## config.mk

```make
export PLATFORM = sky130hd
export DESIGN_NAME = rack_node_top
export DESIGN_NICKNAME = d
export VERILOG_FILES = /design/src/source/rack_node_pkg.sv /design/src/source/rack_node_top.sv /design/src/source/drive_mixer.sv /design/src/source/gain_stepper.sv /design/src/source/spike_synapse.sv /design/src/source/sim_tick_gen.sv /design/src/source/param_regs.sv
export VERILOG_INCLUDE_DIRS = /design/src /design/src/source
export SDC_FILE = /design/constraint.sdc
export NUM_CORES = 2
export LEC_CHECK = 0
export CAP_MARGIN = 5
export CORE_MARGIN = 3
export CORE_UTILIZATION = 60
export CTS_BUF_LIST = sky130_fd_sc_hd__clkbuf_8
export CTS_CLUSTER_DIAMETER = 60
export DETAILED_ROUTE_END_ITERATION = 12
export DONT_BUFFER_PORTS = 1
export HOLD_SLACK_MARGIN = 0.08
export PLACE_DENSITY = 0.76
export SLEW_MARGIN = 20
export SYNTH_ARGS = -nofsm -noshare
export SYNTH_HDL_FRONTEND = slang
export SYNTH_SLANG_ARGS = --single-unit
```

## constraint.sdc

```tcl
create_clock -name ep50trig -period 9.4 [get_ports ep50trig]
set_input_delay 0 -clock ep50trig [delete_from_list [all_inputs] [get_ports ep50trig]]
set_output_delay 0 -clock ep50trig [all_outputs]
set_load 0.01 [all_outputs]
```

## src/source/rack_node_defs.svh

```systemverilog
`ifndef RACK_NODE_DEFS_SVH
`define RACK_NODE_DEFS_SVH

// datapath widths
`define WORD_W          32      // parameter words, currents, drive
`define HALF_W          16      // one wire endpoint
`define TRIG_W          16      // trigger endpoint bits

// trigger bit map, other bits are not decoded on this node
`define TRIG_CLK_DIV    7       // tick divider
`define TRIG_SYN_GAIN   13      // sensory synapse gain

// register defaults after reset_global
`define DIV_RESET       32'd381 // 382 fast cycles per 1 ms step
`define GAIN_RESET      32'd1   // unity sensory gain

// simple synapse
`define SYN_WEIGHT      32'd1024 // current kick per spike
`define SYN_DECAY_SHIFT 3        // lose 1/8 of the current per tick

// drive mixer shifts
`define SENSE_SHIFT     9       // Ia + II term
`define EXTRA_SHIFT     10      // cortical extra terms

// push-button stepper
`define STEP_WRAP       4'd14   // last count before wrap, scaler 7

`endif
```

## src/source/rack_node_pkg.sv

```systemverilog
`default_nettype none

`include "rack_node_defs.svh"

package rack_node_pkg;

    // one word from the host, either as the two endpoint halves or as a number
    typedef union packed {
        struct packed {
            logic [`HALF_W-1:0] hi;   // endpoint 02
            logic [`HALF_W-1:0] lo;   // endpoint 01
        } halves;
        logic [`WORD_W-1:0] value;    // unsigned integer view
    } param_word_u;

    // synaptic current or cn drive, plain unsigned integer
    typedef logic [`WORD_W-1:0] current_t;

    // button scaler 0..7
    typedef logic [2:0] scaler_t;

endpackage

`default_nettype wire

```

## src/source/rack_node_top.sv

```systemverilog
`default_nettype none
`timescale 1ns/1ps

`include "rack_node_defs.svh"

module rack_node_top (
    input  wire                     ep50trig,
    input  wire                     reset_global,
    input  wire                     i_sim_reset,
    input  wire [`TRIG_W-1:0]       i_trig,
    input  wire [`HALF_W-1:0]       i_wire_lo,
    input  wire [`HALF_W-1:0]       i_wire_hi,
    input  wire                     i_spike_ia,      // Ia afferent
    input  wire                     i_spike_ii,      // II afferent
    input  wire                     i_spike_extra1,  // cortical extra 1
    input  wire                     i_spike_extra2,  // cortical extra 2, button scaled
    input  wire                     i_button,
    output logic                    o_tick,
    output rack_node_pkg::current_t o_drive,
    output rack_node_pkg::scaler_t  o_scaler
);

    rack_node_pkg::param_word_u clk_div;
    rack_node_pkg::param_word_u syn_gain;

    rack_node_pkg::current_t cur_ia;
    rack_node_pkg::current_t cur_ii;
    rack_node_pkg::current_t cur_extra1;
    rack_node_pkg::current_t cur_extra2;

    param_regs u_param_regs (
        .ep50trig     (ep50trig),
        .reset_global (reset_global),
        .i_trig       (i_trig),
        .i_wire_lo    (i_wire_lo),
        .i_wire_hi    (i_wire_hi),
        .o_clk_div    (clk_div),
        .o_syn_gain   (syn_gain)
    );

    sim_tick_gen u_sim_tick_gen (
        .ep50trig     (ep50trig),
        .reset_global (reset_global),
        .i_sim_reset  (i_sim_reset),
        .i_clk_div    (clk_div),
        .o_tick       (o_tick)          // also the step strobe for the blocks below
    );

    spike_synapse syn_ia (
        .ep50trig     (ep50trig),
        .reset_global (reset_global),
        .i_sim_reset  (i_sim_reset),
        .i_tick       (o_tick),
        .i_spike      (i_spike_ia),
        .o_current    (cur_ia)
    );

    spike_synapse syn_ii (
        .ep50trig     (ep50trig),
        .reset_global (reset_global),
        .i_sim_reset  (i_sim_reset),
        .i_tick       (o_tick),
        .i_spike      (i_spike_ii),
        .o_current    (cur_ii)
    );

    spike_synapse syn_extra1 (
        .ep50trig     (ep50trig),
        .reset_global (reset_global),
        .i_sim_reset  (i_sim_reset),
        .i_tick       (o_tick),
        .i_spike      (i_spike_extra1),
        .o_current    (cur_extra1)
    );

    spike_synapse syn_extra2 (
        .ep50trig     (ep50trig),
        .reset_global (reset_global),
        .i_sim_reset  (i_sim_reset),
        .i_tick       (o_tick),
        .i_spike      (i_spike_extra2),
        .o_current    (cur_extra2)
    );

    gain_stepper u_gain_stepper (
        .ep50trig     (ep50trig),
        .reset_global (reset_global),
        .i_tick       (o_tick),
        .i_button     (i_button),
        .o_scaler     (o_scaler)
    );

    drive_mixer u_drive_mixer (
        .ep50trig     (ep50trig),
        .reset_global (reset_global),
        .i_tick       (o_tick),
        .i_cur_ia     (cur_ia),
        .i_cur_ii     (cur_ii),
        .i_cur_extra1 (cur_extra1),
        .i_cur_extra2 (cur_extra2),
        .i_syn_gain   (syn_gain),
        .i_scaler     (o_scaler),
        .o_drive      (o_drive)
    );

endmodule

`default_nettype wire

```

## src/source/drive_mixer.sv

```systemverilog
`default_nettype none
`timescale 1ns/1ps

`include "rack_node_defs.svh"

module drive_mixer (
    input  wire                        ep50trig,
    input  wire                        reset_global,
    input  wire                        i_tick,
    input  rack_node_pkg::current_t    i_cur_ia,
    input  rack_node_pkg::current_t    i_cur_ii,
    input  rack_node_pkg::current_t    i_cur_extra1,
    input  rack_node_pkg::current_t    i_cur_extra2,
    input  rack_node_pkg::param_word_u i_syn_gain,  // integer gain for Ia + II
    input  rack_node_pkg::scaler_t     i_scaler,    // button scaler for extra2
    output rack_node_pkg::current_t    o_drive      // cn drive, held between ticks
);

    localparam int SCALER_PAD = `WORD_W - $bits(rack_node_pkg::scaler_t);

    rack_node_pkg::current_t sense_sum;      // Ia + II
    rack_node_pkg::current_t sense_gained;
    rack_node_pkg::current_t scaler_word;
    rack_node_pkg::current_t extra2_scaled;
    rack_node_pkg::current_t mix;

    assign sense_sum     = i_cur_ia + i_cur_ii;
    assign sense_gained  = sense_sum * i_syn_gain.value;    // wraps mod 2^32
    assign scaler_word   = {{SCALER_PAD{1'b0}}, i_scaler};
    assign extra2_scaled = i_cur_extra2 * scaler_word;

    // sensory term gets the smaller shift, cortical terms share the larger one
    assign mix = (sense_gained << `SENSE_SHIFT)
               + (extra2_scaled << `EXTRA_SHIFT)
               + (i_cur_extra1 << `EXTRA_SHIFT);

    // latch once per step, the synapses update on the same edge
    // so the drive carries the previous step's currents
    always_ff @(posedge ep50trig or posedge reset_global) begin
        if (reset_global)
            o_drive <= '0;
        else if (i_tick)
            o_drive <= mix;
    end

endmodule

`default_nettype wire

```

## src/source/gain_stepper.sv

```systemverilog
`default_nettype none
`timescale 1ns/1ps

`include "rack_node_defs.svh"

module gain_stepper (
    input  wire                    ep50trig,
    input  wire                    reset_global,
    input  wire                    i_tick,
    input  wire                    i_button,   // asynchronous button level
    output rack_node_pkg::scaler_t o_scaler
);

    logic       btn_meta;    // first sync stage
    logic       btn_sync;    // second sync stage, safe to use
    logic       btn_last;    // level seen at the previous tick
    logic       btn_moved;
    logic [3:0] step_cnt;    // 0 .. STEP_WRAP

    // two-flop synchronizer
    always_ff @(posedge ep50trig or posedge reset_global) begin
        if (reset_global) begin
            btn_meta <= 1'b0;
            btn_sync <= 1'b0;
        end else begin
            btn_meta <= i_button;
            btn_sync <= btn_meta;
        end
    end

    // level change since the last tick, so several toggles count once
    assign btn_moved = btn_sync ^ btn_last;

    always_ff @(posedge ep50trig or posedge reset_global) begin
        if (reset_global) begin
            btn_last <= 1'b0;
            step_cnt <= '0;
        end else if (i_tick) begin
            btn_last <= btn_sync;
            if (btn_moved) begin
                if (step_cnt == `STEP_WRAP)
                    step_cnt <= '0;            // 7 -> 0 on the scaler
                else
                    step_cnt <= step_cnt + 1'b1;
            end
        end
    end

    assign o_scaler = step_cnt[3:1];  // two presses per scaler step

    a_cnt_range : assert property (
        @(posedge ep50trig) disable iff (reset_global)
        step_cnt <= `STEP_WRAP
    ) else $error("gain_stepper: count beyond wrap point");

endmodule

`default_nettype wire

```

## src/source/spike_synapse.sv

```systemverilog
`default_nettype none
`timescale 1ns/1ps

`include "rack_node_defs.svh"

module spike_synapse (
    input  wire                     ep50trig,
    input  wire                     reset_global,
    input  wire                     i_sim_reset,
    input  wire                     i_tick,
    input  wire                     i_spike,     // raw spike line from another board
    output rack_node_pkg::current_t o_current
);

    logic                     spike_pend;  // spike seen since the last tick
    logic                     spike_hit;   // spike counts for this tick
    rack_node_pkg::current_t  cur_decayed;
    rack_node_pkg::current_t  cur_next;

    assign spike_hit   = spike_pend | i_spike;              // same-cycle spike counts too
    assign cur_decayed = o_current - (o_current >> `SYN_DECAY_SHIFT);
    assign cur_next    = cur_decayed + (spike_hit ? `SYN_WEIGHT : '0);

    always_ff @(posedge ep50trig or posedge reset_global) begin
        if (reset_global) begin
            spike_pend <= 1'b0;
            o_current  <= '0;
        end else if (i_sim_reset) begin
            spike_pend <= 1'b0;
            o_current  <= '0;
        end else if (i_tick) begin
            spike_pend <= 1'b0;        // consumed
            o_current  <= cur_next;    // one step of exponential decay
        end else if (i_spike) begin
            spike_pend <= 1'b1;
        end
    end

    // decay balances one spike per tick at weight << shift
    a_cur_bound : assert property (
        @(posedge ep50trig) disable iff (reset_global)
        o_current <= (`SYN_WEIGHT << `SYN_DECAY_SHIFT)
    ) else $error("spike_synapse: current above the decay fixed point");

endmodule

`default_nettype wire

```

## src/source/sim_tick_gen.sv

```systemverilog
`default_nettype none
`timescale 1ns/1ps

`include "rack_node_defs.svh"

module sim_tick_gen (
    input  wire                        ep50trig,
    input  wire                        reset_global,
    input  wire                        i_sim_reset,  // level, holds the counter at 0
    input  rack_node_pkg::param_word_u i_clk_div,
    output logic                       o_tick        // 1 ms simulation step strobe
);

    logic [`WORD_W-1:0] tick_cnt;   // 0 .. div_q
    logic [`WORD_W-1:0] div_q;      // divider in use for this period
    logic               at_end;

    assign at_end = (tick_cnt == div_q);
    assign o_tick = at_end & ~i_sim_reset;  // no steps while the sim is held

    always_ff @(posedge ep50trig or posedge reset_global) begin
        if (reset_global) begin
            tick_cnt <= '0;
            div_q    <= `DIV_RESET;
        end else if (i_sim_reset || at_end) begin
            tick_cnt <= '0;                 // restart
            div_q    <= i_clk_div.value;    // new divider applies from here on
        end else begin
            tick_cnt <= tick_cnt + 1'b1;
        end
    end

    // after a tick the next period is at least two cycles long
    a_tick_single : assert property (
        @(posedge ep50trig) disable iff (reset_global)
        (o_tick && (i_clk_div.value != '0)) |=> !o_tick
    ) else $error("sim_tick_gen: tick held high for two cycles");

endmodule

`default_nettype wire

```

## src/source/param_regs.sv

```systemverilog
`default_nettype none
`timescale 1ns/1ps

`include "rack_node_defs.svh"

module param_regs (
    input  wire                        ep50trig,
    input  wire                        reset_global,
    input  wire [`TRIG_W-1:0]          i_trig,      // one-cycle trigger pulses
    input  wire [`HALF_W-1:0]          i_wire_lo,   // endpoint 01
    input  wire [`HALF_W-1:0]          i_wire_hi,   // endpoint 02
    output rack_node_pkg::param_word_u o_clk_div,
    output rack_node_pkg::param_word_u o_syn_gain
);

    rack_node_pkg::param_word_u load_word;  // word the host is holding

    // place the endpoints straight into the halves view
    always_comb begin
        load_word.halves.hi = i_wire_hi;
        load_word.halves.lo = i_wire_lo;
    end

    // tick divider, bit 7
    always_ff @(posedge ep50trig or posedge reset_global) begin
        if (reset_global) begin
            o_clk_div.value <= `DIV_RESET;     // real-time speed
        end else if (i_trig[`TRIG_CLK_DIV]) begin
            o_clk_div <= load_word;
        end
    end

    // sensory gain, bit 13
    // host may pulse both bits together, each register then takes the same word
    always_ff @(posedge ep50trig or posedge reset_global) begin
        if (reset_global) begin
            o_syn_gain.value <= `GAIN_RESET;
        end else if (i_trig[`TRIG_SYN_GAIN]) begin
            o_syn_gain <= load_word;
        end
    end

    // a zero divider would make the tick a constant level and stall the synapses
    a_div_nonzero : assert property (
        @(posedge ep50trig) disable iff (reset_global)
        i_trig[`TRIG_CLK_DIV] |=> (o_clk_div.value != '0)
    ) else $error("param_regs: divider loaded with 0");

endmodule

`default_nettype wire

```

# After elaboration in Yosys (flattened, before gate mapping)
# Index checks and enable logic that the tools add are counted.
# totals
inputBits	56
reg_bits	299
output_inout_bits	36
# classes
n_addsub	13
mux	26
n_reduce_logical	7
n_mul	2
n_eq_ne	2
n_bitwise	7
# ops
operator	count
$mux W32	9
$add A32 B32 Y32	7
$sub A32 B29 Y32	4
$mux W11	4
$add A32 B1 Y32 const B	1
$eq A32 B32 Y1	1
$mul A32 B3 Y22	1
$mul A32 B32 Y23	1
$mux W1	12
$reduce_bool A3 Y1	4
$add A4 B1 Y4 const B	1
$eq A4 B4 Y1 const B	1
$mux W4	1
$or A1 B1 Y1	4
$reduce_and A2 Y1	1
$reduce_bool A2 Y1	1
$and A1 B1 Y1	1
$logic_or A1 B1 Y1	1
$not A1 Y1	1
$xor A1 B1 Y1	1

# Logic depth before layout (Yosys ltp)
# logic_depth
word_depth	5
depth_mapped	47

# Hierarchy
# Synthesis repeated with hierarchy kept, for this count alone.
# hier_totals
cells_unflattened	3621
area_unflattened_um2	33418.3
# modules_own_cells
mod	instances	area_per_inst_um2	cells_per_inst	seq_area_each_um2
spike_synapse	4	3409.5	402	825.8
drive_mixer	1	13450.4	1571	575.6
sim_tick_gen	1	3296.9	278	1610.3
param_regs	1	2703.8	137	1611.5
gain_stepper	1	329.1	27	175.2

# Least setup slack after synthesis
# Ideal clock, no wire load.
# synth_timing
kind	reg2reg
start	reg syn_ia.o_current[0]
end	reg u_drive_mixer.o_drive[31]
path_slack_ps	-786
period_less_slack_ps	10186
path_buffers	1
stages_incl_launch_ff	47
arrival_time_ps	10056
cell_sequence	dfrtp_1 ha_1 inv_1 fa_1 nor2b_1 o31a_1 or4_4 a21oi_1 xnor2_1 clkbuf_1 nand2_1 fa_1 inv_1 fa_1 inv_1 fa_1 inv_1 ha_1 [... 11 more ...] a31o_1 a41o_1 o41ai_1 xnor2_1 fa_1 xnor2_1 xnor2_1 xnor2_1 xnor2_1 xnor2_1 xnor2_1 xnor2_1 xnor2_1 xnor3_1 xnor2_1 xnor3_1 xnor3_1 o21ai_1
# synth_via
elab_chain_len	4
# synth_lines
element	line_no	source
start: declaration	spike_synapse.sv:12	output rack_node_pkg::current_t o_current
start signal: assignment	spike_synapse.sv:33	o_current <= cur_next;
start signal: assignment	spike_synapse.sv:42	o_current <= (`SYN_WEIGHT << `SYN_DECAY_SHIFT)
$add A32 B32 Y32	drive_mixer.sv:27	assign sense_sum = i_cur_ia + i_cur_ii;
$mul A32 B32 Y23	drive_mixer.sv:28	assign sense_gained = sense_sum * i_syn_gain.value;
$add A32 B32 Y32 (2 in a row)	drive_mixer.sv:33	assign mix = (sense_gained << `SENSE_SHIFT)
end signal: assignment	drive_mixer.sv:43	o_drive <= mix;
end: declaration	drive_mixer.sv:16	output rack_node_pkg::current_t o_drive
# Every way passes these cells.
# A chain may end at the register's enable or synchronous reset.

# Worst setup path after layout
# Ends and elaborated chain as after synthesis.

==> flow_summary.ini <==
[run_status]
outcome = complete, but fails checks
violations = setup timing

[global_routing]
antenna_found_initial = 5
grt_pass1_wl_um = 133000
grt-ovfl-total = 0
grtUsageTotal = 0.307
grt_start_max_net_pins = 117
grt_pass1_vias = 26509

[critical_path]
critical_path_required_ns = 9.94
cpPeakStageDelay_ns = 0.54
path_common_cell = fa_1
path_max_fanout = 4
crit_path_start_kind = register
crit_path_end_kind = register
worstSetupPathType = register to register
cp_slowest_cell = fa_1
arrival_ns = 10.70

[job]
maxCapViolCount = 0

[route]
via_per_inst = 5.68
drcViolationCount = 0
drt_iter0_markers = 1554
avgRoutedWirePerCell_um = 18.3
routed_wl_um = 81600
routed-via-count = 25268
ant_nets = 0
drtPass1Iterations = 6

[final_layout]
area_growth_pct = 18.3
fillers = 3529
fin_nets = 4416
final_area_um2 = 36100
drive_gt1_frac = 0.109
final_util = 0.728
final_cell_mix = 487 x inv_1, 401 x nand2_1, 372 x ha_1
fin_cells = 4452
final_common_cell = inv_1

[synthesis]
ys_warn_count = 0
synth_top_area_frac = 0.218
seq_area_frac_synth = 0.231
syn_area_um2 = 30500
synth-main-ff-cell = dfrtp_1
syn_inst = 3395
synth-edff-count = 0
ys_ff_latch = 281
netlist-cell-type-count = 75
synth_area_leaders = dfrtp_1 22%, fa_1 16%, ha_1 15%
synth.avg_cell_area_um2 = 8.98
async_flop_share = 1.00
yosys.area.top_type = dfrtp_1

[floorplanning]
core_area_um2 = 49600
ios = 92
start_util = 0.615
die_w_um = 231
die_area_um2 = 53500
core.rowCount = 81
die_y_um = 231

[clock_tree]
cts_tree = yes
clock-root-buffer = clkbuf_8
cts_buffers = 54
clk_pin_slew_ns = 0.07
cts_buffer_depth = 3
cts_max_level = 2
clkLatencyLatePin_ns = 0.68
cts_sinks = 281

[timing]
hold_violations = 0
fmaxAchievable_mhz = 98.4
rsz0062_at_grt = true
fin_worst_skew_ns = 0.0454
worst_slack_ns = -0.765
timing.final.max_slew_violations = 0
timing.final.crit_share = 1.08
setup-violations-final = 6
fin_crit_ns = 10.17
worstMarginPinSlew_ns = 0.998
slew_headroom = 0.335

[placed_design]
place_inst = 4126
place.gp.congestion = 0.934
placed_area_um2 = 32300
port-buffer-count = 0
dp_hpwl_um = 58400

[power]
ir_drop_v = 0.0000940
p_leak_nw = 17.9
p_per_area_nw_per_um2 = 87.0

[min_path]
hp-class = input pin to register
[final timing paths]
check	from	endpoint	slack, ns	depth (start not counted)
worst max-delay path	syn_ia.o_current[0]	u_drive_mixer.o_drive[31]	-0.77	43
worst min-delay path	i_wire_lo[8]	u_param_regs.o_clk_div[8]	0.11	2
worst max register to register	syn_ia.o_current[0]	u_drive_mixer.o_drive[31]	-0.77	43
worst min register to register	u_gain_stepper.btn_meta	u_gain_stepper.btn_sync	0.35	0
max in group asynchronous	reset_global	syn_extra1.o_current[26]	7.09	5
min in group asynchronous	reset_global	u_param_regs.o_clk_div[4]	0.55	3
[report_power, final]
| group | leakage, nW | internal [mW] | switching [mW] |
|---|---|---|---|
| clock network | 0.684 | 0.803 | 0.608 |
| logic | 13.6 | 0.147 | 0.169 |
| registers | 3.69 | 1.29 | 0.119 |
[Yosys cell counts, types with 33 or more instances]
| cell | n |
|---|---|
| mux2i_1 | 69 |
| dfrtp_1 | 266 |
| ha_1 | 377 |
| fa_1 | 243 |
| inv_1 | 480 |
| nor2_1 | 234 |
| nor2b_1 | 37 |
| o21ai_0 | 85 |
| a21oi_1 | 143 |
| and2_1 | 124 |
| o21ai_1 | 33 |
| xnor2_1 | 163 |
| clkbuf_1 | 90 |
| xor2_1 | 108 |
| a21o_1 | 66 |
| mux2_2 | 56 |
| nand3_1 | 47 |
| nand2_1 | 405 |
[metal layers]
| metal | wire length [um] | vias to the layer above | track usage |
|---|---|---|---|
| li1 | - | 11799 | - |
| met1 | 34600 | 12456 | 0.400 |
| met2 | 39600 | 806 | 0.524 |
| met3 | 4550 | 207 | 0.0424 |
| met4 | 2900 | 0 | 0.112 |
| met5 | 0 | - | 0 |
[critical path: cells and delay by family (launching register included)]
kind / cells / cell delay, ns
adders and majority gates: 11 / 4.48
xor gates and xnor gates: 14 / 2.45
AOI/OAI and AO/OA: 8 / 1.92
buffers and inverters: 7 / 0.46
DFF: 1 / 0.40
and+or+nand+nor: 3 / 0.32
[registers in the layout, summed over array words and instances (netlist names), 4 cells and up]
| name | cells |
|---|---|
| u_sim_tick_gen.tick_cnt | 32 |
| syn_extra2.o_current | 32 |
| syn_extra1.o_current | 32 |
| u_param_regs.o_clk_div | 32 |
| u_param_regs.o_syn_gain | 23 |
| syn_ii.o_current | 32 |
| u_drive_mixer.o_drive | 23 |
| u_sim_tick_gen.div_q | 32 |
| syn_ia.o_current | 32 |
| u_gain_stepper.step_cnt | 4 |
[repair_timing]
action / in CTS / in global routing
hold buffers: 210 / 0
gates resized for setup: 14 / 34
pin swaps: 34 / 15
endpoints found under the setup margin: 6 / 7
endpoints found under the hold margin: 346 / 0
buffers inserted: 9 / 3
[cell type report]
type | count | area, um2 | share of cell area
Tap cell | 664 | 831 | 0.0230
Antenna cell | 4 | 10.0 | 0.000278
Clock inverter | 31 | 295 | 0.00819
Multi-Input combinational cell | 2526 | 21500 | 0.596
Timing Repair Buffer | 395 | 3630 | 0.101
Sequential cell | 281 | 7050 | 0.195
Clock buffer | 69 | 950 | 0.0263
Inverter | 482 | 1820 | 0.0504
[cells by family after synthesis]
| group | after synthesis | share of synthesized area |
|---|---|---|
| AND/OR/NAND/NOR | 982 | 0.147 |
| adder cells (fa/ha/maj) | 620 | 0.314 |
| buffers and inverters | 596 | 0.0749 |
| AO/OA/AOI/OAI | 514 | 0.108 |
| flip-flops | 281 | 0.231 |
| XOR/XNOR | 275 | 0.0806 |
| multiplexers | 126 | 0.0437 |
| other | 1 | 0.000123 |
[stage by stage]
stage | setup WS [ns] | hold WS, ns | power [mW] | setup TNS [ns]
floorplan | -0.335 | 0.0314 | 1.59 | -0.335
finish | -0.765 | 0.114 | 3.14 | -1.38
CTS | -0.648 | 0.0869 | 3.15 | -0.648
global route | -1.12 | 0.108 | 3.26 | -3.60
detailed placement | -1.15 | -0.0401 | 1.67 | -2.16
global placement | -0.766 | -0.0443 | 1.66 | -0.950
No activity file was read; power rests on OpenSTA's default activity.
